==> src/adc_ctrl_params.svh <==
`ifndef ADC_CTRL_PARAMS_SVH
`define ADC_CTRL_PARAMS_SVH

// Width of one converter sample
`define ADC_DATA_W 10

// Channels sampled in turn, channel 0 first
`define ADC_NUM_CHN 2

// Window filters evaluated on every sampled pair
`define ADC_NUM_FILTERS 4

// Power-up wait field, counted in always-on clock cycles
`define ADC_PWRUP_W 4

// Consecutive stable pairs needed before a match is reported
`define ADC_SAMPLE_CNT_W 16

`endif

==> src/adc_ctrl_ast_pkg.sv <==
`default_nettype none

`include "adc_ctrl_params.svh"

package adc_ctrl_ast_pkg;

  // One raw conversion result
  typedef logic [`ADC_DATA_W-1:0] adc_data_t;

  // Controller to converter
  // channel_sel is one-hot while a sample is requested, zero otherwise
  typedef struct packed {
    logic                    pd;
    logic [`ADC_NUM_CHN-1:0] channel_sel;
  } adc_req_t;

  // Converter to controller
  // data_valid acknowledges the select and stays high until the select drops
  typedef struct packed {
    adc_data_t data;
    logic      data_valid;
  } adc_rsp_t;

endpackage

`default_nettype wire

==> src/adc_ctrl_cfg_pkg.sv <==
`default_nettype none

`include "adc_ctrl_params.svh"

package adc_ctrl_cfg_pkg;

  typedef enum logic [3:0] {
    PWRDN,
    PWRUP,
    ONEST_0,
    ONEST_021,
    ONEST_1,
    ONEST_DONE,
    NP_0,
    NP_021,
    NP_1,
    NP_EVAL,
    NP_DONE
  } adc_seq_state_e;

  // cond selects the sense of the window: 0 inside, 1 outside
  typedef struct packed {
    logic [`ADC_DATA_W-1:0] min_v;
    logic [`ADC_DATA_W-1:0] max_v;
    logic                   cond;
    logic                   en;
  } adc_filter_cfg_t;

  typedef struct packed {
    logic                         enable;
    logic                         oneshot_mode;
    logic                         fsm_rst;
    logic [`ADC_PWRUP_W-1:0]      pwrup_time;
    logic [`ADC_SAMPLE_CNT_W-1:0] np_sample_cnt;
    logic [`ADC_NUM_FILTERS-1:0]  match_en;
  } adc_cfg_t;

  // Indexed as [channel][filter]
  typedef adc_filter_cfg_t [`ADC_NUM_CHN-1:0][`ADC_NUM_FILTERS-1:0] adc_filter_set_t;

  typedef struct packed {
    logic [`ADC_NUM_FILTERS-1:0] match;
    logic                        oneshot;
  } adc_status_t;

  typedef adc_ctrl_ast_pkg::adc_data_t [`ADC_NUM_CHN-1:0] adc_chn_vals_t;

endpackage

`default_nettype wire

==> src/adc_ctrl_seq.sv <==
`default_nettype none

`include "adc_ctrl_params.svh"

module adc_ctrl_seq (
  input  logic                        clk_aon_i,
  input  logic                        rst_aon_ni,
  input  adc_ctrl_cfg_pkg::adc_cfg_t  cfg_i,
  input  adc_ctrl_ast_pkg::adc_rsp_t  adc_rsp_i,
  input  logic [`ADC_NUM_FILTERS-1:0] match_i,
  output adc_ctrl_ast_pkg::adc_req_t  adc_req_o,
  output logic [`ADC_NUM_CHN-1:0]     capture_o,
  output logic                        np_done_o,
  output logic                        oneshot_done_o
);
  import adc_ctrl_cfg_pkg::*;

  adc_seq_state_e state_q;
  adc_seq_state_e state_d;

  logic enable_q;
  logic trig_rise;
  logic trig_fall;
  logic seq_clr;
  logic dval;

  logic [`ADC_PWRUP_W-1:0]      pwrup_cnt_q;
  logic                         pwrup_cnt_en;
  logic                         pwrup_cnt_clr;
  logic [`ADC_SAMPLE_CNT_W-1:0] np_cnt_q;
  logic [`ADC_SAMPLE_CNT_W-1:0] np_cnt_thresh;
  logic                         np_cnt_en;
  logic                         np_cnt_clr;

  logic [`ADC_NUM_FILTERS-1:0] match_q;
  logic                        ld_match;
  logic                        stay;

  assign dval = adc_rsp_i.data_valid;

  always_ff @(posedge clk_aon_i or negedge rst_aon_ni) begin
    if (!rst_aon_ni) begin
      enable_q <= 1'b0;
    end else if (cfg_i.fsm_rst) begin
      enable_q <= 1'b0;
    end else begin
      enable_q <= cfg_i.enable;
    end
  end

  assign trig_rise = ~enable_q & cfg_i.enable;
  assign trig_fall = enable_q & ~cfg_i.enable;
  assign seq_clr   = cfg_i.fsm_rst | trig_fall;

  always_ff @(posedge clk_aon_i or negedge rst_aon_ni) begin
    if (!rst_aon_ni) begin
      state_q     <= PWRDN;
      pwrup_cnt_q <= '0;
      np_cnt_q    <= '0;
    end else if (seq_clr) begin
      state_q     <= PWRDN;
      pwrup_cnt_q <= '0;
      np_cnt_q    <= '0;
    end else begin
      state_q <= state_d;
      if (pwrup_cnt_clr) begin
        pwrup_cnt_q <= '0;
      end else if (pwrup_cnt_en) begin
        pwrup_cnt_q <= pwrup_cnt_q + 1'b1;
      end
      if (np_cnt_clr) begin
        np_cnt_q <= '0;
      end else if (np_cnt_en) begin
        np_cnt_q <= np_cnt_q + 1'b1;
      end
    end
  end

  // Previous pair's match vector, only fsm_rst wipes it
  always_ff @(posedge clk_aon_i or negedge rst_aon_ni) begin
    if (!rst_aon_ni) begin
      match_q <= '0;
    end else if (cfg_i.fsm_rst) begin
      match_q <= '0;
    end else if (ld_match) begin
      match_q <= match_i;
    end
  end

  assign stay          = (|match_i) & ((match_i == match_q) | ~(|match_q));
  assign np_cnt_thresh = cfg_i.np_sample_cnt - 1'b1;

  assign capture_o[0] = dval & ((state_q == ONEST_0) | (state_q == NP_0));
  assign capture_o[1] = dval & ((state_q == ONEST_1) | (state_q == NP_1));

  always_comb begin
    state_d                = state_q;
    adc_req_o.pd           = 1'b0;
    adc_req_o.channel_sel  = '0;
    pwrup_cnt_en           = 1'b0;
    pwrup_cnt_clr          = 1'b0;
    np_cnt_en              = 1'b0;
    np_cnt_clr             = 1'b0;
    ld_match               = 1'b0;
    np_done_o              = 1'b0;
    oneshot_done_o         = 1'b0;

    unique case (state_q)
      PWRDN: begin
        adc_req_o.pd = 1'b1;
        if (trig_rise) state_d = PWRUP;
      end
      PWRUP: begin
        if (pwrup_cnt_q != cfg_i.pwrup_time) begin
          pwrup_cnt_en = 1'b1;
        end else begin
          pwrup_cnt_clr = 1'b1;
          state_d       = cfg_i.oneshot_mode ? ONEST_0 : NP_0;
        end
      end
      ONEST_0, NP_0: begin
        adc_req_o.channel_sel = 2'b01;
        if (dval) state_d = (state_q == ONEST_0) ? ONEST_021 : NP_021;
      end
      // Wait for the converter to release data valid before the next request
      ONEST_021, NP_021: begin
        if (!dval) state_d = (state_q == ONEST_021) ? ONEST_1 : NP_1;
      end
      ONEST_1, NP_1: begin
        adc_req_o.channel_sel = 2'b10;
        if (dval) state_d = (state_q == ONEST_1) ? ONEST_DONE : NP_EVAL;
      end
      ONEST_DONE: begin
        oneshot_done_o = 1'b1;
        state_d        = PWRDN;
      end
      NP_EVAL: begin
        if (!dval) begin
          ld_match = 1'b1;
          state_d  = NP_0;
          if (!stay) begin
            np_cnt_clr = 1'b1;
          end else if (np_cnt_q < np_cnt_thresh) begin
            np_cnt_en = 1'b1;
          end else if (np_cnt_q == np_cnt_thresh) begin
            // Counting past the threshold keeps a long run from firing again
            np_cnt_en = 1'b1;
            state_d   = NP_DONE;
          end
        end
      end
      NP_DONE: begin
        np_done_o = 1'b1;
        state_d   = NP_0;
      end
      default: state_d = PWRDN;
    endcase
  end

endmodule

`default_nettype wire

==> src/adc_ctrl_filter.sv <==
`default_nettype none

`include "adc_ctrl_params.svh"

module adc_ctrl_filter (
  input  logic                              clk_aon_i,
  input  logic                              rst_aon_ni,
  input  logic                              fsm_rst_i,
  input  logic [`ADC_NUM_CHN-1:0]           capture_i,
  input  adc_ctrl_ast_pkg::adc_data_t       adc_data_i,
  input  adc_ctrl_cfg_pkg::adc_filter_set_t filters_i,
  output adc_ctrl_cfg_pkg::adc_chn_vals_t   chn_vals_o,
  output logic [`ADC_NUM_FILTERS-1:0]       match_o
);
  import adc_ctrl_cfg_pkg::*;

  adc_chn_vals_t vals_q;

  // True when one channel's value satisfies one filter's window and sense
  function automatic logic chn_hit(input logic [`ADC_DATA_W-1:0] val,
                                   input adc_filter_cfg_t        flt);
    logic in_win;
    in_win = (val >= flt.min_v) && (val <= flt.max_v);
    return in_win ^ flt.cond;
  endfunction

  always_ff @(posedge clk_aon_i or negedge rst_aon_ni) begin
    if (!rst_aon_ni) begin
      vals_q <= '0;
    end else if (fsm_rst_i) begin
      vals_q <= '0;
    end else begin
      for (int c = 0; c < `ADC_NUM_CHN; c++) begin
        if (capture_i[c]) begin
          vals_q[c] <= adc_data_i;
        end
      end
    end
  end

  assign chn_vals_o = vals_q;

  // A filter with no enabled channel never matches
  always_comb begin
    logic any_en;
    logic all_hit;
    match_o = '0;
    for (int f = 0; f < `ADC_NUM_FILTERS; f++) begin
      any_en  = 1'b0;
      all_hit = 1'b1;
      for (int c = 0; c < `ADC_NUM_CHN; c++) begin
        if (filters_i[c][f].en) begin
          any_en = 1'b1;
          if (!chn_hit(vals_q[c], filters_i[c][f])) begin
            all_hit = 1'b0;
          end
        end
      end
      match_o[f] = any_en & all_hit;
    end
  end

endmodule

`default_nettype wire

==> src/adc_ctrl_status.sv <==
`default_nettype none

`include "adc_ctrl_params.svh"

module adc_ctrl_status (
  input  logic                          clk_aon_i,
  input  logic                          rst_aon_ni,
  input  logic                          np_done_i,
  input  logic                          oneshot_done_i,
  input  logic [`ADC_NUM_FILTERS-1:0]   match_i,
  input  logic [`ADC_NUM_FILTERS-1:0]   match_en_i,
  input  adc_ctrl_cfg_pkg::adc_status_t clear_i,
  output adc_ctrl_cfg_pkg::adc_status_t status_o,
  output logic                          intr_o,
  output logic                          wkup_req_o
);
  import adc_ctrl_cfg_pkg::*;

  adc_status_t status_q;
  adc_status_t status_d;

  // New events win over a clear landing in the same cycle
  always_comb begin
    status_d.match   = status_q.match & ~clear_i.match;
    status_d.oneshot = status_q.oneshot & ~clear_i.oneshot;
    if (np_done_i) begin
      status_d.match = status_d.match | match_i;
    end
    if (oneshot_done_i) begin
      status_d.oneshot = 1'b1;
    end
  end

  always_ff @(posedge clk_aon_i or negedge rst_aon_ni) begin
    if (!rst_aon_ni) begin
      status_q <= '0;
    end else begin
      status_q <= status_d;
    end
  end

  assign status_o   = status_q;
  assign intr_o     = |status_q;
  assign wkup_req_o = |(status_q.match & match_en_i);

endmodule

`default_nettype wire

==> src/adc_ctrl.sv <==
`default_nettype none

`include "adc_ctrl_params.svh"

module adc_ctrl (
  input  logic                              clk_aon_i,
  input  logic                              rst_aon_ni,
  input  adc_ctrl_cfg_pkg::adc_cfg_t        cfg_i,
  input  adc_ctrl_cfg_pkg::adc_filter_set_t filters_i,
  input  adc_ctrl_cfg_pkg::adc_status_t     clear_i,
  input  adc_ctrl_ast_pkg::adc_rsp_t        adc_i,
  output adc_ctrl_ast_pkg::adc_req_t        adc_o,
  output adc_ctrl_cfg_pkg::adc_chn_vals_t   chn_vals_o,
  output adc_ctrl_cfg_pkg::adc_status_t     status_o,
  output logic                              intr_o,
  output logic                              wkup_req_o
);

  logic [`ADC_NUM_CHN-1:0]     capture;
  logic [`ADC_NUM_FILTERS-1:0] match;
  logic                        np_done;
  logic                        oneshot_done;

  adc_ctrl_seq u_seq (
    .clk_aon_i      (clk_aon_i),
    .rst_aon_ni     (rst_aon_ni),
    .cfg_i          (cfg_i),
    .adc_rsp_i      (adc_i),
    .match_i        (match),
    .adc_req_o      (adc_o),
    .capture_o      (capture),
    .np_done_o      (np_done),
    .oneshot_done_o (oneshot_done)
  );

  adc_ctrl_filter u_filter (
    .clk_aon_i  (clk_aon_i),
    .rst_aon_ni (rst_aon_ni),
    .fsm_rst_i  (cfg_i.fsm_rst),
    .capture_i  (capture),
    .adc_data_i (adc_i.data),
    .filters_i  (filters_i),
    .chn_vals_o (chn_vals_o),
    .match_o    (match)
  );

  adc_ctrl_status u_status (
    .clk_aon_i      (clk_aon_i),
    .rst_aon_ni     (rst_aon_ni),
    .np_done_i      (np_done),
    .oneshot_done_i (oneshot_done),
    .match_i        (match),
    .match_en_i     (cfg_i.match_en),
    .clear_i        (clear_i),
    .status_o       (status_o),
    .intr_o         (intr_o),
    .wkup_req_o     (wkup_req_o)
  );

endmodule

`default_nettype wire

==> config.mk <==
export PLATFORM = sky130hd
export DESIGN_NAME = adc_ctrl
export DESIGN_NICKNAME = d
export VERILOG_FILES = /design/src/adc_ctrl_ast_pkg.sv /design/src/adc_ctrl_cfg_pkg.sv /design/src/adc_ctrl_seq.sv /design/src/adc_ctrl_filter.sv /design/src/adc_ctrl_status.sv /design/src/adc_ctrl.sv
export VERILOG_INCLUDE_DIRS = /design/src /design/src/src
export SDC_FILE = /design/constraint.sdc
export NUM_CORES = 1
export LEC_CHECK = 0
export ABC_AREA = 1
export BUFFER_PORTS_ARGS = -buffer_cell sky130_fd_sc_hd__buf_2
export CORE_MARGIN = 10
export CORE_UTILIZATION = 45
export DETAILED_ROUTE_END_ITERATION = 6
export PLACE_DENSITY = 0.78
export SLEW_MARGIN = 10
export SYNTH_ARGS = -nofsm -noshare
export SYNTH_HDL_FRONTEND = slang
export SYNTH_HIERARCHICAL = 1
export SYNTH_SLANG_ARGS = --single-unit
==> constraint.sdc <==
create_clock -name clk_aon_i -period 6.8 [get_ports clk_aon_i]
set_input_delay 1.36 -clock clk_aon_i [delete_from_list [all_inputs] [get_ports clk_aon_i]]
set_output_delay 1.36 -clock clk_aon_i [all_outputs]
set_load 0.03 [all_outputs]
== Word-level counts from Yosys, hierarchy flattened ==
Cells that the tools add are included.

* Add/sub/neg operators: 3
* Multipliers: 0
* Div/mod/pow operators: 0
* $lt $le $gt $ge: 17
* Equal/unequal tests: 19
* Shift operators: 0
* Muxes and demuxes: 71
* Bitwise logic cells: 30
* Reduce and logical (&&, ||, !) cells: 22

{| class="wikitable"
|+ Operators with widths
! kind !! number
|-
| 10-bit greater-or-equal comparator || 8
|-
| 10-bit less-or-equal comparator || 8
|-
| 4-bit 2-to-1 mux || 18
|-
| 16-bit 2-to-1 mux || 3
|-
| 1-bit 2-to-1 mux || 43
|-
| 4-bit one-hot mux with 7 select lines || 1
|-
| 10-bit 2-to-1 mux || 2
|-
| 20-bit 2-to-1 mux || 1
|-
| 16-bit by 1-bit adder with 16-bit output, second input constant || 1
|-
| 16-bit equality test || 1
|-
| 4-bit by 3-bit equality test with 1-bit output, second input constant || 4
|-
| 16-bit less-than comparator || 1
|-
| 16-bit by 1-bit subtractor with 16-bit output, second input constant || 1
|-
| 3-bit by 2-bit inequality test with 1-bit output, second input constant || 5
|-
| 4-bit equality test, second input constant || 3
|-
| 4-bit OR reduction || 3
|-
| 1-bit AND || 10
|-
| 4-bit AND || 2
|-
| 4-bit by 2-bit equality test with 1-bit output, second input constant || 2
|-
| 1-bit logical AND || 8
|-
| 1-bit XOR || 8
|-
| 3-bit 2-to-1 mux || 2
|-
| 6-bit AND reduction || 1
|-
| 2-bit nonzero test || 3
|-
| 14 further kinds || 23
|}

* Flip-flop bits (word level): 54
* Latch bits: 0
* RAM bits: 0
* ROM bits: 0
* Input bits: 221
* Output and inout port bits: 30
* Word-level logic and storage cells: 171
* Memories kept: 0

== Depth between registers and ports, before layout ==
Gate-level depths: netlist (run 1).

* Depth in word-level cells: 17
* Gate-level depth with buffers: 27
* Depth with buffers taken out: 27

== Cells and area by module ==
Netlist (run 1), hierarchy kept.

{| class="wikitable"
|+ By module, submodules not included
! module !! times used !! cells an instance !! area each (µm²)
|-
| adc_ctrl_filter || 1 || 856 || 5373.9
|-
| adc_ctrl_seq || 1 || 403 || 2750.1
|-
| adc_ctrl_status || 1 || 30 || 230.2
|}

== Worst setup path after synthesis (run 1) ==
No wires, ideal clock.

* Kind: input port to flip-flop
* From: input port cfg_i[4] (netlist name)
* To: register u_seq.np_cnt_q[10]
* Data arrival time: 3.686 ns
* Required time: 6.682 ns
* Setup slack: 2.996 ns
* Stages: 21
* Path through: inv_1 ha_1 nand2_1 nor3_1 nand2_1 nor2_1 nand3_1 xor2_1 ha_1 nand2_1 nor2_4 nand2_1 nor2_2 nand2_1 nand2_1 nor2_2 nor2_4 nor2_8 buf_4 nand3_1 nand2_1

* Word-level cells in the longest chain between the ends: 8
* Elaborated cells on any way between the ends: 9

{| class="wikitable"
|+ RTL lines
! what !! RTL line !! text
|-
| start, declared || adc_ctrl.sv:8 || <nowiki>input adc_ctrl_cfg_pkg::adc_cfg_t cfg_i,</nowiki>
|-
| 16-bit by 1-bit subtractor with 16-bit output (*) || adc_ctrl_seq.sv:91 || <nowiki>assign np_cnt_thresh = cfg_i.np_sample_cnt - 1'b1;</nowiki>
|-
| branches (longest 2 deep; another with 16-bit less-than comparator) || n/a ||
|-
| 1-bit 2-to-1 mux (*) || adc_ctrl_seq.sv:143 || <nowiki>end else if (np_cnt_q < np_cnt_thresh) begin</nowiki>
|-
| 1-bit 2-to-1 mux (*) || adc_ctrl_seq.sv:141 || <nowiki>if (!stay) begin</nowiki>
|-
| 1-bit 2-to-1 mux (*) || adc_ctrl_seq.sv:138 || <nowiki>if (!dval) begin</nowiki>
|-
| 1-bit 2-to-1 mux (*) || adc_ctrl_seq.sv:108 || <nowiki>unique case (state_q)</nowiki>
|-
| 3-bit nonzero test (no source line) (*) || n/a ||
|-
| end signal, assigned || adc_ctrl_seq.sv:74 || <nowiki>np_cnt_q <= np_cnt_q + 1'b1;</nowiki>
|-
| end, declared || adc_ctrl_seq.sv:30 || <nowiki>logic [`ADC_SAMPLE_CNT_W-1:0] np_cnt_q;</nowiki>
|}

Every way passes the cells marked *.
A chain may end at the register's enable or synchronous reset.

== Final worst setup path (run 1) ==
* From: input port cfg_i[4] (netlist name)
* To: register u_seq.np_cnt_q[2]

The elaborated chain is that of the path after synthesis.

==> results.py, run 1 <==
metrics = {
    "sta": {
        "fin_crit_ns": 4.02,
        "slew_headroom": 0.383,
        "fmax_mhz": 249,
        "fin_skew_ns": 0.0107,
        "timing.final.crit_share": 0.591,
        "finalSetupViolations": 0,
        "hold_viol": 0,
        "setup_tns_ns": 0,
        "rsz0062_at_grt": "no",
        "tightest_slew_ns": 0.924,
        "drv_slew": 0,
    },
    "worst_hold_path": {
        "holdCritPathClass": "flop to flop",
    },
    "placed_design": {
        "port_buffers": 250,
        "place_congestion": 0.890,
        "dp_hpwl_um": 21500,
    },
    "detailed_routing": {
        "wl_per_cell_um": 14.4,
        "first_pass_iters": 5,
        "num_vias": 8764,
        "drt_iter0_markers": 552,
        "viasPerCell": 4.93,
        "drc": 0,
        "totalWireLength_um": 25600,
        "ant_nets": 0,
    },
    "final_layout": {
        "final_layout_size_suffix_gt1_frac": 0.194,
        "final_common_cell": "nand2_1",
        "mostFrequentLayoutCells": "nand2_1, inv_1, buf_2, ha_1, nor2_1",
        "nets": 1941,
        "syn_to_final_growth_pct": 20.1,
    },
    "clock_network": {
        "cts_sinks": 54,
        "path_clk_slew_ns": 0.07,
        "cts_setup_buffers": 0,
        "cts_resized": 0,
        "clockBufferDepth": 2,
        "cts_tree": "built",
        "htree_levels": 2,
        "hold_buffers": 0,
        "cts_inserted_buffers": 5,
        "clkLatencyLatePin_ns": 0.30,
        "cts-root-buf": "clkbuf_16",
    },
    "outcome": {
        "status": "finished clean",
    },
    "die": {
        "start_util": 0.462,
        "num_rows": 49,
        "die_w_um": 156,
        "boundaryPins": 251,
        "core_area_um2": 18100,
        "dieArea_um2": 24400,
        "die_h_um": 156,
    },
    "logic_synthesis": {
        "synth-edff-count": 0,
        "synth.distinct_cells": 40,
        "syn-cell-area_um2": 8350,
        "ys_async_sr_fraction": 1.00,
        "netlist_instances": 1289,
        "yosysWarnings": 6,
        "synth_area_leaders": "ha_1, dfrtp_1, nand2_1, inv_1, nand3_1",
        "syn-num-nets": 1689,
        "seq_area_frac_synth": 0.162,
        "synth.top_cell.area_share": 0.268,
        "ys.flop_type": "dfrtp_1",
        "synth_seq_cells": 54,
        "syn_avg_cell_area_um2": 6.48,
        "yosysTopAreaCell": "ha_1",
    },
    "power_and_ir_drop": {
        "ir_drop_uv": 165,
        "power.density_nw_per_um2": 123,
        "total_power_w": 0.00123,
        "p_leak_nw": 6.42,
    },
    "critical_path": {
        "path_class": "input pin to flop",
        "path_max_fanout": 16,
        "endpoint_kind": "flop",
        "start_kind": "input pin",
        "cp_data_required_time_ns": 7.04,
        "arrival_ns": 4.26,
    },
    "run": {
        "max_cap_violations": 0,
    },
    "global_routing": {
        "grt_use_total": 0.202,
        "grt_max_degree": 55,
        "grt_pass1_vias": 8547,
        "gr-total-overflow": 0,
        "met1_usage": 0.238,
        "met2_usage": 0.365,
        "use_met3": 0.0362,
        "grt_pass1_wl_um": 40800,
        "busiest_layer": "met2",
        "antenna_found_initial": 5,
    },
}
[worst paths after layout]
check                                        startpoint                      end  slack (ns)  cells after the start
worst max-delay path                           cfg_i[4]        u_seq/np_cnt_q[2]        2.78                     20
worst min-delay path            u_filter/chn_vals_o[10]  u_filter/chn_vals_o[10]        0.56                      2
worst max register to register   u_filter/chn_vals_o[9]        u_seq/np_cnt_q[2]        3.46                     20
worst min register to register  u_filter/chn_vals_o[10]  u_filter/chn_vals_o[10]        0.56                      2
max in group asynchronous                    rst_aon_ni   u_filter/chn_vals_o[7]        5.15                      2
min in group asynchronous                    rst_aon_ni        u_seq/np_cnt_q[2]        1.18                      2
[routing by layer]
metal / part of all wire / routed length, um
met3: 0.066 / 1690
met4: 0.022 / 568
met1: 0.42 / 10800
met5: 0 / 0
met2: 0.49 / 12500
[report_power, final]
| part | internal (W) | total (W) | leakage (nW) | switching (W) |
|---|---|---|---|---|
| Combinational | 0.000209 | 0.000544 | 5.59 | 0.000335 |
| Clock | 0.000174 | 0.000292 | 0.0771 | 0.000118 |
| Sequential | 0.000342 | 0.000396 | 0.749 | 0.0000542 |
| Total | 0.000725 | 0.00123 | 6.42 | 0.000507 |
[cell usage after synthesis (2+ instances only)]
master / n
o21bai_1: 9
nor2_1: 100
o21a_1: 3
nand3_2: 2
nor2_4: 8
ha_1: 179
nand2_2: 5
clkbuf_1: 3
nand3_1: 85
a21oi_1: 48
buf_6: 2
nand4_1: 19
dfrtp_1: 54
o21ai_1: 7
inv_1: 289
nor3_1: 12
inv_2: 2
o22ai_1: 4
nor2_8: 2
nand2_1: 351
nand3b_1: 3
or2_2: 3
xnor2_1: 7
a21o_1: 11
a21oi_2: 4
nor2_2: 9
a22o_1: 2
xor2_1: 25
o21ai_0: 30
[worst max-delay path, cell delays in order]
cell,delay (ns)
buf_2,0.11
inv_1,0.09
ha_1,0.20
nand2_1,0.10
nor3_1,0.24
nand2_1,0.09
nor2_1,0.26
nand3_1,0.13
xor2_1,0.16
ha_1,0.26
nand2_1,0.09
nor2_4,0.15
nand2_1,0.07
nor2_2,0.10
nand2_1,0.08
nand2_1,0.07
nor2_2,0.06
o21ai_4,0.37
nand3_1,0.16
nand2_1,0.10
[cell families after synthesis]
kind of cell,Yosys count,synth area share
xor+xnor,32,0.0335
flops,54,0.162
simple gates,603,0.313
compound gates,122,0.0866
buf+inv,299,0.137
fa+ha+maj,179,0.268
[cell type report]
cell class	count	area (um2)
diodes	5	12.5
repair buffers	251	1260
flip-flops and latches	54	1350
clock buffers	6	129
inverters	293	1100
well taps	229	287
multi-input cells	936	5860
clock inverters	2	37.5
fillers	1765	8050
[registers in the layout, indices dropped and copies added, names as in the netlist]
register,flops
u_filter/chn_vals_o,20
u_seq/np_cnt_q,16
u_status/status_o,5
u_seq/match_q,4
u_seq/pwrup_cnt_q,4
u_seq/state_q,4
u_seq/enable_q,1
[stage by stage]
step	util	area, um2	std cells	setup WS, ns	hold slack, ns
3_3_place_gp	0.545	9860	1763	2.63	0.550
3_5_place_dp	0.545	9860	1763	2.46	0.552
5_1_grt	0.555	10000	1775	2.45	0.599
6_report	0.555	10000	1776	2.78	0.564
4_1_cts	0.554	10000	1771	2.77	0.565
2_1_floorplan	-	8350	1289	3.00	0.520
Power figures use the tool's default switching activity.
==> inputs of run 2 (changes only) <==
- PLACE_DENSITY: 0.78 -> 0.81
- clock period: 6.8 -> 3.6 ns (I/O delays scaled with it)
==> run 2 against run 1 <==
Compared with the run above: die area is the same; non-clock buffer count grew 4; register-to-register slack lost 3.1 ns; critical path depth grew 1; wire length grew 0.71%; cell count grew 0.17%; clock skew shrank 0.0047 ns; first-iteration DRC count shrank 7.1%; final area grew 0.75%.
==> results.py, run 2 (same netlist as run 1, synthesis figures left out) <==
metrics = {
    "placed_design": {
        "port_buffers": 250,
        "place_area_um2": 9900,
        "place_congestion": 0.874,
        "dp_hpwl_um": 21600,
    },
    "final_layout": {
        "final_layout_size_suffix_gt1_frac": 0.197,
        "multi_input_area_um2": 5860,
        "nets": 1945,
        "fillCellCount": 1753,
        "postLayoutCellArea_um2": 10100,
        "seqCellArea_um2": 1350,
        "utilization": 0.559,
        "mostFrequentLayoutCells": "nand2_1, inv_1, buf_2, ha_1, nor2_1",
        "largest_reg_flops": 20,
        "syn_to_final_growth_pct": 21.0,
        "final_common_cell": "nand2_1",
    },
    "critical_path": {
        "critPathTopFamily": "simple AND/OR/NAND/NOR gates",
        "path_class": "flop to flop",
        "path_max_fanout": 16,
        "start_kind": "flop",
        "endpoint_kind": "flop",
        "arrival_ns": 3.49,
        "cp_slowest_stage_delay_ns": 0.69,
        "cp_num_buf_inv": 3,
        "cp_data_required_time_ns": 3.84,
        "cp_cell_sequence": "ha_1 -> nand2_1 -> inv_1 -> a21oi_1 -> nand4_2 -> nand2_1 -> nand2_1 -> nand2_1 -> nand2_1 -> a21oi_2 -> inv_1 -> nand2_1 -> nand2_1 -> nor2_1 -> nand2_1 -> nand2_2 -> nand3_2 -> o21ai_4 -> buf_12 -> nand3_1 -> nand2_1",
        "cpMaxStageDelayCell": "dfrtp_1",
        "timing.critical_path.mode_cell": "nand2_1",
    },
    "worst_hold_path": {
        "holdCritPathClass": "input pin to asynchronous set/reset pin",
    },
    "die": {
        "die_h_um": 156,
        "start_util": 0.462,
        "die_w_um": 156,
        "num_rows": 49,
        "dieArea_um2": 24400,
        "boundaryPins": 251,
        "core_area_um2": 18100,
    },
    "clock_network": {
        "cts_tree": "built",
        "clockBufferDepth": 2,
        "cts_sinks": 54,
        "clkLatencyLatePin_ns": 0.30,
        "hold_buffers": 0,
        "htree_levels": 2,
        "path_clk_slew_ns": 0.07,
        "cts_inserted_buffers": 5,
        "cts-root-buf": "clkbuf_16",
    },
    "sta": {
        "fin_skew_ns": 0.00605,
        "fin_crit_ns": 3.26,
        "fmax_mhz": 307,
        "slew_headroom": 0.535,
        "timing.final.crit_share": 0.905,
        "rsz0062_at_grt": "no",
        "finalSetupViolations": 0,
        "setup_tns_ns": 0,
        "drv_slew": 0,
        "hold_viol": 0,
        "tightest_slew_ns": 0.696,
    },
    "detailed_routing": {
        "first_pass_iters": 5,
        "ant_nets": 0,
        "num_vias": 8826,
        "wl_per_cell_um": 14.5,
        "drt_iter0_markers": 513,
        "drc": 0,
        "totalWireLength_um": 25800,
        "viasPerCell": 4.96,
    },
    "global_routing": {
        "grt_use_total": 0.200,
        "gr-total-overflow": 0,
        "antenna_found_initial": 7,
        "grt_pass1_wl_um": 40500,
        "grt_max_degree": 31,
        "grt_pass1_vias": 8543,
    },
    "power_and_ir_drop": {
        "power.density_nw_per_um2": 240,
        "ir_drop_uv": 372,
        "p_leak_nw": 6.46,
    },
    "run": {
        "max_cap_violations": 0,
    },
    "outcome": {
        "status": "finished clean",
    },
}
==> run 2: what timing repair did <==
action | 4_1_cts | 5_1_grt
setup buffers | 0 | 0
gates resized for setup | 0 | 1
hold endpoints to repair | 0 | 0
endpoints found under the setup margin | 0 | 12
==> run 2: power breakdown <==
group,internal [W],switching [W],leakage [nW]
Sequential,0.000645,0.000103,0.749
Clock,0.000418,0.000227,0.0971
Combinational,0.000399,0.000639,5.62
Total,0.00146,0.000969,6.46
==> run 2: path summary, 6_finish.rpt <==
check	start	to	slack (ns)	depth (start not counted)
setup / recovery	u_filter/chn_vals_o[9]	u_seq/np_cnt_q[10]	0.34	21
hold / removal	rst_aon_ni	u_seq/np_cnt_q[3]	0.43	1
setup reg to reg	u_filter/chn_vals_o[9]	u_seq/np_cnt_q[10]	0.34	21
hold reg to reg	u_status/status_o[1]	u_status/status_o[1]	0.56	2
max in group asynchronous	rst_aon_ni	u_filter/chn_vals_o[4]	2.34	2
min in group clk_aon_i	u_status/status_o[1]	u_status/status_o[1]	0.56	2
==> run 2: layer usage <==
metal,share of wire,global-route usage,vias up
met1,0.42,0.234,3941
met5,0.0013,0,-
met2,0.50,0.372,282
li1,-,-,4569
met3,0.063,0.0384,28
met4,0.012,0.0355,6
==> run 2: final cells by class <==
| class | count | area share |
|---|---|---|
| sequential | 54 | 0.134 |
| antenna | 4 | 0.000990 |
| timing repair buffer | 255 | 0.129 |
| multi-input combinational | 936 | 0.580 |
| clock buffer | 6 | 0.0137 |
| clock inverter | 2 | 0.00594 |
| inverter | 293 | 0.109 |
| tap | 229 | 0.0283 |
==> run 2: per-stage QoR <==
step	setup WS (ns)	power (W)	cells	hold slack (ns)
final	0.344	0.00243	1779	0.434
after global routing	0.0707	0.00263	1779	0.480
after CTS	0.286	0.00245	1775	0.456
after detailed placement	0.00847	0.00179	1767	0.549
after global placement	0.184	0.00175	1767	0.536
after floorplan	0.436	0.00141	1289	0.424
==> inputs of run 3 (changes only) <==
- BUFFER_PORTS_ARGS: -buffer_cell sky130_fd_sc_hd__buf_2 -> default
- DONT_BUFFER_PORTS: default -> 1
- PLACE_DENSITY: 0.81 -> 0.69
==> run 3 against run 2 <==
Compared with the run above: global-route usage is 1.2 points lower; utilization down 6.5 points; clock-buffer cell count is the same; largest power group unchanged; critical endpoint is now u_seq/np_cnt_q[13]; sequential power hardly changed; non-clock buffer count decreased by 232; worst hold slack worse by 0.32 ns; worst setup slack better by 0.10 ns; clock power down 26%; power decreased by 14%; wire length is 7.6% lower; first-iteration DRC count is 23% lower; die area is the same.
==> results.py, run 3 (same netlist as run 1, synthesis figures left out) <==
metrics = {
    "clock_network": {
        "clockBufferDepth": 2,
        "hold_buffers": 0,
        "clkLatencyLatePin_ns": 0.29,
        "cts-root-buf": "clkbuf_16",
        "htree_levels": 2,
        "cts_sinks": 54,
        "cts_inserted_buffers": 5,
        "cts_tree": "built",
        "path_clk_slew_ns": 0.07,
    },
    "detailed_routing": {
        "drt_iter0_markers": 396,
        "viasPerCell": 5.07,
        "totalWireLength_um": 23800,
        "ant_nets": 0,
        "drc": 0,
        "wl_per_cell_um": 15.4,
        "first_pass_iters": 5,
        "num_vias": 7823,
    },
    "critical_path": {
        "path_class": "flop to flop",
        "endpoint_kind": "flop",
        "cp_data_required_time_ns": 3.83,
        "path_max_fanout": 16,
        "arrival_ns": 3.38,
        "start_kind": "flop",
    },
    "final_layout": {
        "postLayoutCellArea_um2": 8930,
        "final_common_cell": "nand2_1",
        "fillCellCount": 1851,
        "final_layout_size_suffix_gt1_frac": 0.0586,
        "nets": 1713,
        "syn_to_final_growth_pct": 6.92,
        "largest_reg_flops": 20,
        "mostFrequentLayoutCells": "nand2_1, inv_1, ha_1, nor2_1, nand3_1",
    },
    "die": {
        "die_h_um": 156,
        "die_w_um": 156,
        "num_rows": 49,
        "start_util": 0.462,
        "dieArea_um2": 24400,
        "boundaryPins": 251,
        "core_area_um2": 18100,
    },
    "power_and_ir_drop": {
        "p_sw_frac": 0.423,
        "comb_power_share": 0.417,
        "ir_drop_uv": 262,
        "p_leak_nw": 5.49,
        "power.net_switching_w": 0.000887,
        "total_power_w": 0.00210,
        "p_int_w": 0.00121,
        "power_frac_seq": 0.357,
        "power_frac_clock": 0.227,
        "power.density_nw_per_um2": 235,
    },
    "sta": {
        "setup_tns_ns": 0,
        "hold_viol": 0,
        "tightest_slew_ns": 0.949,
        "fin_crit_ns": 3.16,
        "drv_slew": 0,
        "timing.final.crit_share": 0.877,
        "finalSetupViolations": 0,
        "rsz0062_at_grt": "no",
        "slew_headroom": 0.367,
        "fin_skew_ns": 0.00701,
        "fmax_mhz": 317,
    },
    "global_routing": {
        "grt_max_degree": 55,
        "grt_use_total": 0.188,
        "grt_pass1_wl_um": 37600,
        "grt_pass1_vias": 7597,
        "antenna_found_initial": 2,
        "gr-total-overflow": 0,
    },
    "placed_design": {
        "place_congestion": 0.877,
        "port_buffers": 0,
        "place_area_um2": 8760,
        "dp_hpwl_um": 20100,
    },
    "outcome": {
        "status": "finished clean",
    },
    "run": {
        "max_cap_violations": 0,
    },
    "worst_hold_path": {
        "holdCritPathClass": "input pin to asynchronous set/reset pin",
    },
}
[run 3: cell types whose count changed in the layout (fill, tap and decap cells not counted), moves of 2 or more]
cell | previous run | this run
buf_2 | 250 | 0
buf_4 | 4 | 22
bufinv_16 | 2 | 0
dfrtp_1 | 54 | 47
dfrtp_2 | 0 | 7
diode_2 | 4 | 1
[run 3: worst paths after layout]
check	slack [ns]	startpoint	cells after the start	end
worst max-delay path	0.44	u_filter/chn_vals_o[2]	22	u_seq/np_cnt_q[13]
worst min-delay path	0.11	rst_aon_ni	0	u_seq/np_cnt_q[3]
worst max register to register	0.44	u_filter/chn_vals_o[2]	22	u_seq/np_cnt_q[13]
worst min register to register	0.58	u_seq/np_cnt_q[3]	2	u_seq/np_cnt_q[3]
max in group asynchronous	3.35	rst_aon_ni	0	u_filter/chn_vals_o[7]
min in group clk_aon_i	0.48	cfg_i[24]	1	u_seq/enable_q
[run 3: layer usage]
metal	vias up	track usage	wire length, um
li1	4112	-	-
met1	3463	0.221	10200
met4	0	0.0306	294
met5	-	0	0
met3	20	0.0532	1980
met2	228	0.338	11400
[run 3: power by group through the flow]
stage	Sequential, W	Combinational, W	Clock, W
final	0.000748	0.000874	0.000475
after global routing	0.000756	0.00101	0.000519
after CTS	0.000747	0.000876	0.000487
after detailed placement	0.000759	0.000872	0
after global placement	0.000757	0.000848	0
after floorplan	0.000756	0.000653	0
[run 3: final cells by class]
type / count / area, um2 / share of cell area
diodes: 1 / 2.50 / 0.000280
flip-flops and latches: 54 / 1360 / 0.152
well taps: 229 / 287 / 0.0321
clock buffers: 6 / 129 / 0.0144
inverters: 293 / 1100 / 0.123
repair buffers: 23 / 185 / 0.0207
multi-input cells: 936 / 5860 / 0.656
clock inverters: 1 / 7.51 / 0.000840
[run 3: worst max-delay path, cell delays in order, from the launching register on]
cell and delay (ns):
dfrtp_1 0.59, ha_1 0.39, nand2_1 0.06, nor2_2 0.11, nand3_1 0.09, nand3_1 0.09
nand2_1 0.07, nand2_1 0.05, nand2_1 0.05, nand2_1 0.09, nand2_1 0.07, a21oi_2 0.27
inv_1 0.12, nand2_1 0.08, nand2_1 0.05, nor2_1 0.10, nand2_1 0.07, nand2_2 0.10
nand3_2 0.13, o21ai_4 0.17, buf_12 0.16, nand3_1 0.08, nand2_1 0.10
[run 3: repair_timing]
item / in CTS / in global routing
gates resized for setup: 0 / 7
setup buffers: 0 / 1
endpoints found under the setup margin: 0 / 16
hold endpoints to repair: 0 / 0
[run 3: through the flow]
step	std cells	utilization	hold slack, ns	setup WS, ns
floorplan	1289	-	0.424	0.436
global placement	1534	0.485	0.427	0.178
detailed placement	1534	0.485	0.427	0.0660
CTS	1541	0.492	0.104	0.251
global route	1542	0.494	0.0967	0.128
finish	1543	0.494	0.113	0.444
